### src/common/filterCoefs.svh
`ifndef FILTER_COEFS_SVH
`define FILTER_COEFS_SVH

// half of the symmetric 21 tap response, index 10 is the centre
// one row per level, last row is the probe column
localparam sample_t COEF_TABLE [COEF_COLS][HALF_TAPS] = '{
	// -3 level
	'{-18'sd2969, -18'sd2844, -18'sd702, 18'sd2577, 18'sd5119, 18'sd4886,
		18'sd739, -18'sd6815, -18'sd15613, -18'sd22645, -18'sd25327},
	// -1 level
	'{-18'sd990, -18'sd948, -18'sd234, 18'sd859, 18'sd1706, 18'sd1629,
		18'sd246, -18'sd2272, -18'sd5204, -18'sd7548, -18'sd8442},
	// +1 level
	'{18'sd990, 18'sd948, 18'sd234, -18'sd859, -18'sd1706, -18'sd1629,
		-18'sd246, 18'sd2272, 18'sd5204, 18'sd7548, 18'sd8442},
	// +3 level
	'{18'sd2969, 18'sd2844, 18'sd702, -18'sd2577, -18'sd5119, -18'sd4886,
		-18'sd739, 18'sd6815, 18'sd15613, 18'sd22645, 18'sd25327},
	// probe, raw tap values
	'{18'sd7918, 18'sd7584, 18'sd1872, -18'sd6872, -18'sd13651, -18'sd13029,
		-18'sd1970, 18'sd18174, 18'sd41636, 18'sd60388, 18'sd67540}
};

`endif

### src/common/pamFilterPkg.sv
`default_nettype none

package pamFilterPkg;

	// datapath width, shared by samples, products and all partial sums
	localparam int SAMPLE_W = 18;

	typedef logic signed [SAMPLE_W-1:0] sample_t;

	// filter geometry
	localparam int TAP_COUNT = 21;
	localparam int HALF_TAPS = (TAP_COUNT + 1) / 2;
	localparam int CENTER_TAP = HALF_TAPS - 1;

	// mapper decision, column order matches the coefficient table
	typedef enum logic [2:0] {
		LVL_NEG3,
		LVL_NEG1,
		LVL_POS1,
		LVL_POS3,
		LVL_PROBE,
		LVL_NONE
	} levelSel_t;

	localparam int LEVEL_COUNT = 4;
	localparam int COEF_COLS = LEVEL_COUNT + 1;

	// symmetric PAM4 level centres
	localparam sample_t LEVEL_CENTER [LEVEL_COUNT] = '{
		-18'sd98303,
		-18'sd32768,
		18'sd32768,
		18'sd98303
	};

	// strict window, a match lies inside centre +/- (tol - 1)
	localparam int LEVEL_TOL = 10;

	// all-ones positive value reads the probe column
	localparam sample_t PROBE_VALUE = 18'sd131071;

	`include "filterCoefs.svh"

	// fold output: mirror pair sums plus the centre tap
	localparam int FOLD_COUNT = HALF_TAPS;

	// input count of each tree stage, the last entry is the final sum
	localparam int TREE_SIZES [5] = '{
		FOLD_COUNT,
		(FOLD_COUNT + 1) / 2,
		((FOLD_COUNT + 1) / 2 + 1) / 2,
		2,
		1
	};

	// wrapped sum of two samples
	function automatic sample_t wrapAdd(sample_t a, sample_t b);
		sample_t s;
		s = a + b;
		return s;
	endfunction

endpackage

`default_nettype wire

### src/adderTree/adderTreeStage.sv
`timescale 1ns/1ps
`default_nettype none

module adderTreeStage #(
	parameter int IN_COUNT = 2,
	localparam int OUT_COUNT = (IN_COUNT + 1) / 2
) (
	input logic sys_clk,
	input logic reset,
	input logic samClkEn,
	input pamFilterPkg::sample_t sumIn [IN_COUNT],
	output pamFilterPkg::sample_t sumOut [OUT_COUNT]
);

	import pamFilterPkg::*;

	localparam int PAIR_COUNT = IN_COUNT / 2;

	always_ff @(posedge sys_clk) begin
		if (reset) begin
			for (int k = 0; k < OUT_COUNT; k++) begin
				sumOut[k] <= '0;
			end
		end else if (samClkEn) begin
			for (int k = 0; k < PAIR_COUNT; k++) begin
				sumOut[k] <= wrapAdd(sumIn[2*k], sumIn[2*k+1]);
			end
			// odd leftover rides through to the next level
			if (IN_COUNT % 2 == 1) begin
				sumOut[OUT_COUNT-1] <= sumIn[IN_COUNT-1];
			end
		end
	end

endmodule

`default_nettype wire

### src/adderTree/foldedPreAdder.sv
`timescale 1ns/1ps
`default_nettype none

module foldedPreAdder (
	input logic sys_clk,
	input logic reset,
	input logic samClkEn,
	input pamFilterPkg::sample_t products [pamFilterPkg::TAP_COUNT],
	output pamFilterPkg::sample_t foldSum [pamFilterPkg::FOLD_COUNT]
);

	import pamFilterPkg::*;

	// pair k with its mirror, sums wrap at 18 bits
	always_ff @(posedge sys_clk) begin
		if (reset) begin
			for (int k = 0; k < FOLD_COUNT; k++) begin
				foldSum[k] <= '0;
			end
		end else if (samClkEn) begin
			for (int k = 0; k < CENTER_TAP; k++) begin
				foldSum[k] <= wrapAdd(products[k], products[TAP_COUNT-1-k]);
			end
			// centre tap has no partner
			foldSum[CENTER_TAP] <= products[CENTER_TAP];
		end
	end

endmodule

`default_nettype wire

### src/hdl/pamFilterTop.sv
`timescale 1ns/1ps
`default_nettype none

module pamFilterTop (
	input logic sys_clk,
	input logic reset,
	input logic samClkEn,
	input pamFilterPkg::sample_t xIn,
	output pamFilterPkg::sample_t y
);

	import pamFilterPkg::*;

	sample_t taps [TAP_COUNT];
	sample_t products [TAP_COUNT];
	sample_t foldSum [FOLD_COUNT];
	sample_t treeL1 [TREE_SIZES[1]];
	sample_t treeL2 [TREE_SIZES[2]];
	sample_t treeL3 [TREE_SIZES[3]];
	sample_t treeL4 [TREE_SIZES[4]];

	tapDelayLine delayLine0 (
		.sys_clk (sys_clk),
		.reset (reset),
		.samClkEn (samClkEn),
		.xIn (xIn),
		.taps (taps)
	);

	// one level slicer per tap
	for (genvar i = 0; i < TAP_COUNT; i++) begin : genMapper
		symbolTapMapper #(
			.TAP_INDEX (i)
		) mapper (
			.sample (taps[i]),
			.product (products[i])
		);
	end

	foldedPreAdder fold0 (
		.sys_clk (sys_clk),
		.reset (reset),
		.samClkEn (samClkEn),
		.products (products),
		.foldSum (foldSum)
	);

	// 11 -> 6 -> 3 -> 2 -> 1
	adderTreeStage #(.IN_COUNT (TREE_SIZES[0])) stage1 (
		.sys_clk (sys_clk),
		.reset (reset),
		.samClkEn (samClkEn),
		.sumIn (foldSum),
		.sumOut (treeL1)
	);

	adderTreeStage #(.IN_COUNT (TREE_SIZES[1])) stage2 (
		.sys_clk (sys_clk),
		.reset (reset),
		.samClkEn (samClkEn),
		.sumIn (treeL1),
		.sumOut (treeL2)
	);

	adderTreeStage #(.IN_COUNT (TREE_SIZES[2])) stage3 (
		.sys_clk (sys_clk),
		.reset (reset),
		.samClkEn (samClkEn),
		.sumIn (treeL2),
		.sumOut (treeL3)
	);

	adderTreeStage #(.IN_COUNT (TREE_SIZES[3])) stage4 (
		.sys_clk (sys_clk),
		.reset (reset),
		.samClkEn (samClkEn),
		.sumIn (treeL3),
		.sumOut (treeL4)
	);

	// output register, sixth strobe after the sample enters
	always_ff @(posedge sys_clk) begin
		if (reset) begin
			y <= '0;
		end else if (samClkEn) begin
			y <= treeL4[0];
		end
	end

endmodule

`default_nettype wire

### src/hdl/symbolTapMapper.sv
`timescale 1ns/1ps
`default_nettype none

module symbolTapMapper #(
	parameter int TAP_INDEX = 0
) (
	input pamFilterPkg::sample_t sample,
	output pamFilterPkg::sample_t product
);

	import pamFilterPkg::*;

	// mirror taps share one coefficient
	localparam int MIRROR_INDEX = TAP_COUNT - 1 - TAP_INDEX;
	localparam int FOLD_IDX = (TAP_INDEX < MIRROR_INDEX) ? TAP_INDEX : MIRROR_INDEX;

	levelSel_t level;

	// strict window check, done in 32 bits so the bounds never wrap
	function automatic logic inWindow(sample_t s, sample_t centre);
		int lo;
		int hi;
		lo = int'(centre) - LEVEL_TOL;
		hi = int'(centre) + LEVEL_TOL;
		return (int'(s) > lo) && (int'(s) < hi);
	endfunction

	always_comb begin
		level = LVL_NONE;
		if (sample == PROBE_VALUE) begin
			level = LVL_PROBE;
		end else begin
			// walk down so the lowest matching level wins
			for (int k = LEVEL_COUNT - 1; k >= 0; k--) begin
				if (inWindow(sample, LEVEL_CENTER[k])) begin
					level = levelSel_t'(k);
				end
			end
		end
	end

	// table lookup stands in for the multiply
	always_comb begin
		if (level == LVL_NONE) begin
			product = '0;
		end else begin
			product = COEF_TABLE[level][FOLD_IDX];
		end
	end

endmodule

`default_nettype wire

### src/hdl/tapDelayLine.sv
`timescale 1ns/1ps
`default_nettype none

module tapDelayLine (
	input logic sys_clk,
	input logic reset,
	input logic samClkEn,
	input pamFilterPkg::sample_t xIn,
	output pamFilterPkg::sample_t taps [pamFilterPkg::TAP_COUNT]
);

	import pamFilterPkg::*;

	// newest sample in tap 0, oldest in the last tap
	always_ff @(posedge sys_clk) begin
		if (reset) begin
			for (int i = 0; i < TAP_COUNT; i++) begin
				taps[i] <= '0;
			end
		end else if (samClkEn) begin
			taps[0] <= xIn;
			for (int i = 1; i < TAP_COUNT; i++) begin
				taps[i] <= taps[i-1];
			end
		end
	end

endmodule

`default_nettype wire

### config.mk
export PLATFORM = sky130hd
export DESIGN_NAME = pamFilterTop
export DESIGN_NICKNAME = d
export VERILOG_FILES = /design/src/common/pamFilterPkg.sv /design/src/adderTree/adderTreeStage.sv /design/src/adderTree/foldedPreAdder.sv /design/src/hdl/pamFilterTop.sv /design/src/hdl/symbolTapMapper.sv /design/src/hdl/tapDelayLine.sv
export VERILOG_INCLUDE_DIRS = /design/src /design/src/common
export SDC_FILE = /design/constraint.sdc
export NUM_CORES = 2
export LEC_CHECK = 0
export BUFFER_PORTS_ARGS = -buffer_cell sky130_fd_sc_hd__buf_2
export CORE_MARGIN = 2
export CORE_UTILIZATION = 50
export CTS_CLUSTER_DIAMETER = 80
export DETAILED_ROUTE_END_ITERATION = 8
export PLACE_DENSITY = 0.77
export SLEW_MARGIN = 20
export SYNTH_ARGS = -nofsm -noshare
export SYNTH_HDL_FRONTEND = slang
export SYNTH_SLANG_ARGS = --single-unit
export TNS_END_PERCENT = 20
### constraint.sdc
create_clock -name sys_clk -period 6.68 [get_ports sys_clk]
set_clock_uncertainty 0.15 [all_clocks]
set_input_delay 1.002 -clock sys_clk [delete_from_list [all_inputs] [get_ports sys_clk]]
set_output_delay 1.002 -clock sys_clk [all_outputs]
set_load 0.02 [all_outputs]
==> key figures <==
GRT
  – Vias in the first global route: 35800
  – GRT Resource Usage Total: 22.8%
  – Initial antenna violation count: 0
  – Global route overflow: 0
  – Largest net degree at the start of global routing: 147
  – First-pass GRT wire length: 183000 µm

Finish
  – Area Overhead vs Synth: 7.56%
  – Layout Nets: 5668
  – Finished Cell Area: 49200 µm²
  – Fraction of layout instances using a drive strength above 1: 4.80%
  – Final cell count without fillers: 6576
  – Antenna diodes: 0

Synthesis
  – Register area share after synthesis: 34.5%
  – Cells after Synth: 5497
  – EDFF count, synth: 0
  – Syn Std Cell Area: 45700 µm²
  – Synthesized flop and latch total: 789
  – Post-synth top area cell: dfxtp_1
  – Main synth FF type: dfxtp_1
  – Synth warn: 0
  – Area share of the largest cell type after synthesis: 34.5%
  – Most numerous cell in the Yosys netlist: nor2_1
  – Syn nets: 5823
  – Synthesized area per cell: 8.32 µm²
  – Async SR Flop Fraction: 0%
  – Post-synth top cells: nor2_1 (927), dfxtp_1 (789), mux2i_1 (568), a21oi_1 (343), nand2_1 (335)
  – Largest cells by area after synthesis: dfxtp_1 (35%), mux2i_1 (12%), ha_1 (7.7%)
  – Unique cell type count in the Yosys netlist: 95

Critical path
  – Terminus of the critical flop-to-flop path: fold0.foldSum[102]
  – Crit-path cells: nand4_1 -> nor4_1 -> mux2i_1 -> o21bai_1 -> a21oi_1 -> a211oi_1 -> ha_1 -> mux2i_1 -> ha_1 -> fa_1 -> a21oi_1 -> o21bai_1 -> a2111oi_0 -> nor2_1 -> a221oi_1 -> o21ai_0 -> xnor2_1 -> o21ai_0
  – Required @ worst endpoint: 7.01 ns
  – Critical-path top delay cell: nor4_1
  – WP buf/inv: 0
  – Slowest stage delay, CP: 0.67 ns
  – Reg2reg setup slack: 1.22 ns
  – Crit end category: flip-flop
  – Kind of critical path: flip-flop to flip-flop
  – Startpoint class of the critical path: flip-flop
  – Critical Path Fanout Max: 5
  – Worst reg-to-reg path cell count: 18
  – CP startpoint: delayLine0.taps[284]
  – CP top delay family: compound AO/OA/AOI/OAI gates
  – CP arrival: 5.79 ns
  – FF-to-FF Start: delayLine0.taps[284]

Power
  – Power Dens Cells: 204 nW/µm²
  – Design Power: 0.0100 W
  – P_leak: 21.3 nW
  – P_sw: 0.00234 W
  – Net Sw Frac: 23.3%
  – Share of power burned in the clock network: 45.9%
  – Peak VDD IR: 0.159 mV
  – Combinational power share: 5.8%
  – Seq pwr share: 48.3%
  – Int Pwr: 0.00769 W

Clock tree
  – Clock transition at the registers of the reported paths: 0.06 ns
  – Post-CTS Resized: 0
  – Htree depth: 3
  – CTS tree: built
  – Maximum buffer depth of the clock tree: 3
  – Clock root buffer: clkbuf_16
  – TritonCTS Sinks: 789
  – Post-CTS Hold Fix Bufs: 0
  – Worst skew pair latency: 0.64 ns
  – Number of CTS-inserted buffers: 82
  – Number of setup buffers added after CTS: 0

Placement
  – Inst Count DP: 6434
  – Gpl congestion: 0.888
  – I/O Buffers: 38
  – Placed standard-cell area: 46500 µm²
  – DP HPWL: 77500 µm

Run
  – Max cap viols: 0

STA
  – Min Tclk post-route: 5.46 ns
  – Final period util: 81.7%
  – RSZ-0062 raised after global routing: false
  – Fin. Hold Viols: 0
  – Final setup violation count: 0
  – Slew margin rel.: 25.7%
  – FMAX: 183 MHz
  – Worst-Margin Slew: 1.11 ns
  – Slew Viols, Final: 0
  – Setup tns final: 0 ns

Route
  – DR pass1 iterations: 6
  – 1st-iter DRT viols: 2910
  – WL/cell: 16.6 µm
  – Via density: 5.85
  – DRT Wirelength: 109000 µm
  – Antenna Nets Post-Route: 0
  – Drt drc: 0
  – Routed vias: 38500

Floorplanning
  – Starting Density: 50.7%
  – Row Count: 110
  – Die area: 93900 µm²
  – Die W: 306 µm
  – Die H: 306 µm
  – Top Ports: 39
  – Core Area: 90300 µm²

Hold path
  – HP Start: fold0.foldSum[14]
  – Worst hold-check path type: flip-flop to flip-flop
  – Worst Hold Path EP: fold0.foldSum[14]
  – Hold depth: 2

Run status
  – Status: complete, no violations
## kinds of logic after synthesis
logic type,after synthesis,share of synthesized area (%)
compound gates,1174,16.4
xor+xnor,206,3.94
fa+ha+maj,305,8.72
buf+inv,476,3.93
flops,789,34.5
mux,575,12.6
simple gates,1972,19.8
## worst reg2reg max path: stages (launching register included)
cell and delay [ns]:
dfxtp_1 0.38, nand4_1 0.15, nor4_1 0.67, mux2i_1 0.17, o21bai_1 0.20, a21oi_1 0.14
a211oi_1 0.54, ha_1 0.31, mux2i_1 0.10, ha_1 0.25, fa_1 0.42, a21oi_1 0.16
o21bai_1 0.13, a2111oi_0 0.59, nor2_1 0.14, a221oi_1 0.43, o21ai_0 0.17, xnor2_1 0.14
o21ai_0 0.08
## flip-flops by register name, indices dropped and copies added, names as in the netlist
signal,cells
stage1.sumOut,99
delayLine0.taps,378
stage2.sumOut,54
stage3.sumOut,36
fold0.foldSum,186
stage4.sumOut,18
y,18
## worst max path at each step
| stage | slack, ns | to | cells past startpoint |
|---|---|---|---|
| 2_1_floorplan | 1.92 | fold0.foldSum[66] | 22 |
| 3_3_place_gp | 1.47 | fold0.foldSum[102] | 18 |
| 3_5_place_dp | 1.29 | fold0.foldSum[102] | 18 |
| 4_1_cts | 1.27 | fold0.foldSum[102] | 18 |
| 5_1_grt | 0.44 | fold0.foldSum[102] | 18 |
| 6_report | 1.22 | fold0.foldSum[102] | 18 |
## metal layers
metal / GRT usage [%] / vias up / share of wire [%]
met5: 0 / - / 0
met4: 6.68 / 0 / 2.3
met3: 2.36 / 160 / 4.7
met2: 37.2 / 938 / 45
met1: 31.9 / 18200 / 48
li1: - / 19200 / -
## cells in the final DEF, fill, tap and decap left out, drive strengths merged, types with 78 or more instances in the layout
cell	instances
nor2	929
nand4	78
inv	186
a21oi	343
o21ai	277
dfxtp	789
mux2i	568
nand3	100
xor2	82
ha	282
a21o	96
clkbuf	119
nand2	335
xnor2	124
a211oi	78
nor3	135
## metrics by stage
step | utilization [%] | hold slack, ns | worst slack, ns
6_report | 54.5 | 0.298 | 1.22
5_1_grt | 54.5 | 0.318 | 0.438
4_1_cts | 54.5 | 0.300 | 1.27
3_5_place_dp | 51.5 | 0.292 | 1.29
3_3_place_gp | 51.5 | 0.287 | 1.47
2_1_floorplan | - | 0.275 | 1.92
## power groups by stage
stage	combinational [W]	sequential, W	clock [W]
after floorplan	0.000466	0.00491	0
after global placement	0.000569	0.00494	0
after detailed placement	0.000578	0.00494	0
after CTS	0.000582	0.00484	0.00467
after global routing	0.000641	0.00484	0.00488
final	0.000585	0.00484	0.00460
## cell type report
type                            count  area [µm²]
Timing Repair Buffer               56         383
Inverter                          181         682
Clock buffer                      119        2400
Sequential cell                   789       15800
Multi-Input combinational cell   4232       28200
Clock inverter                     23         292
Fill cell                        8104       41100
Tap cell                         1176        1470
Note: power is estimated with default switching activity, not from simulation.
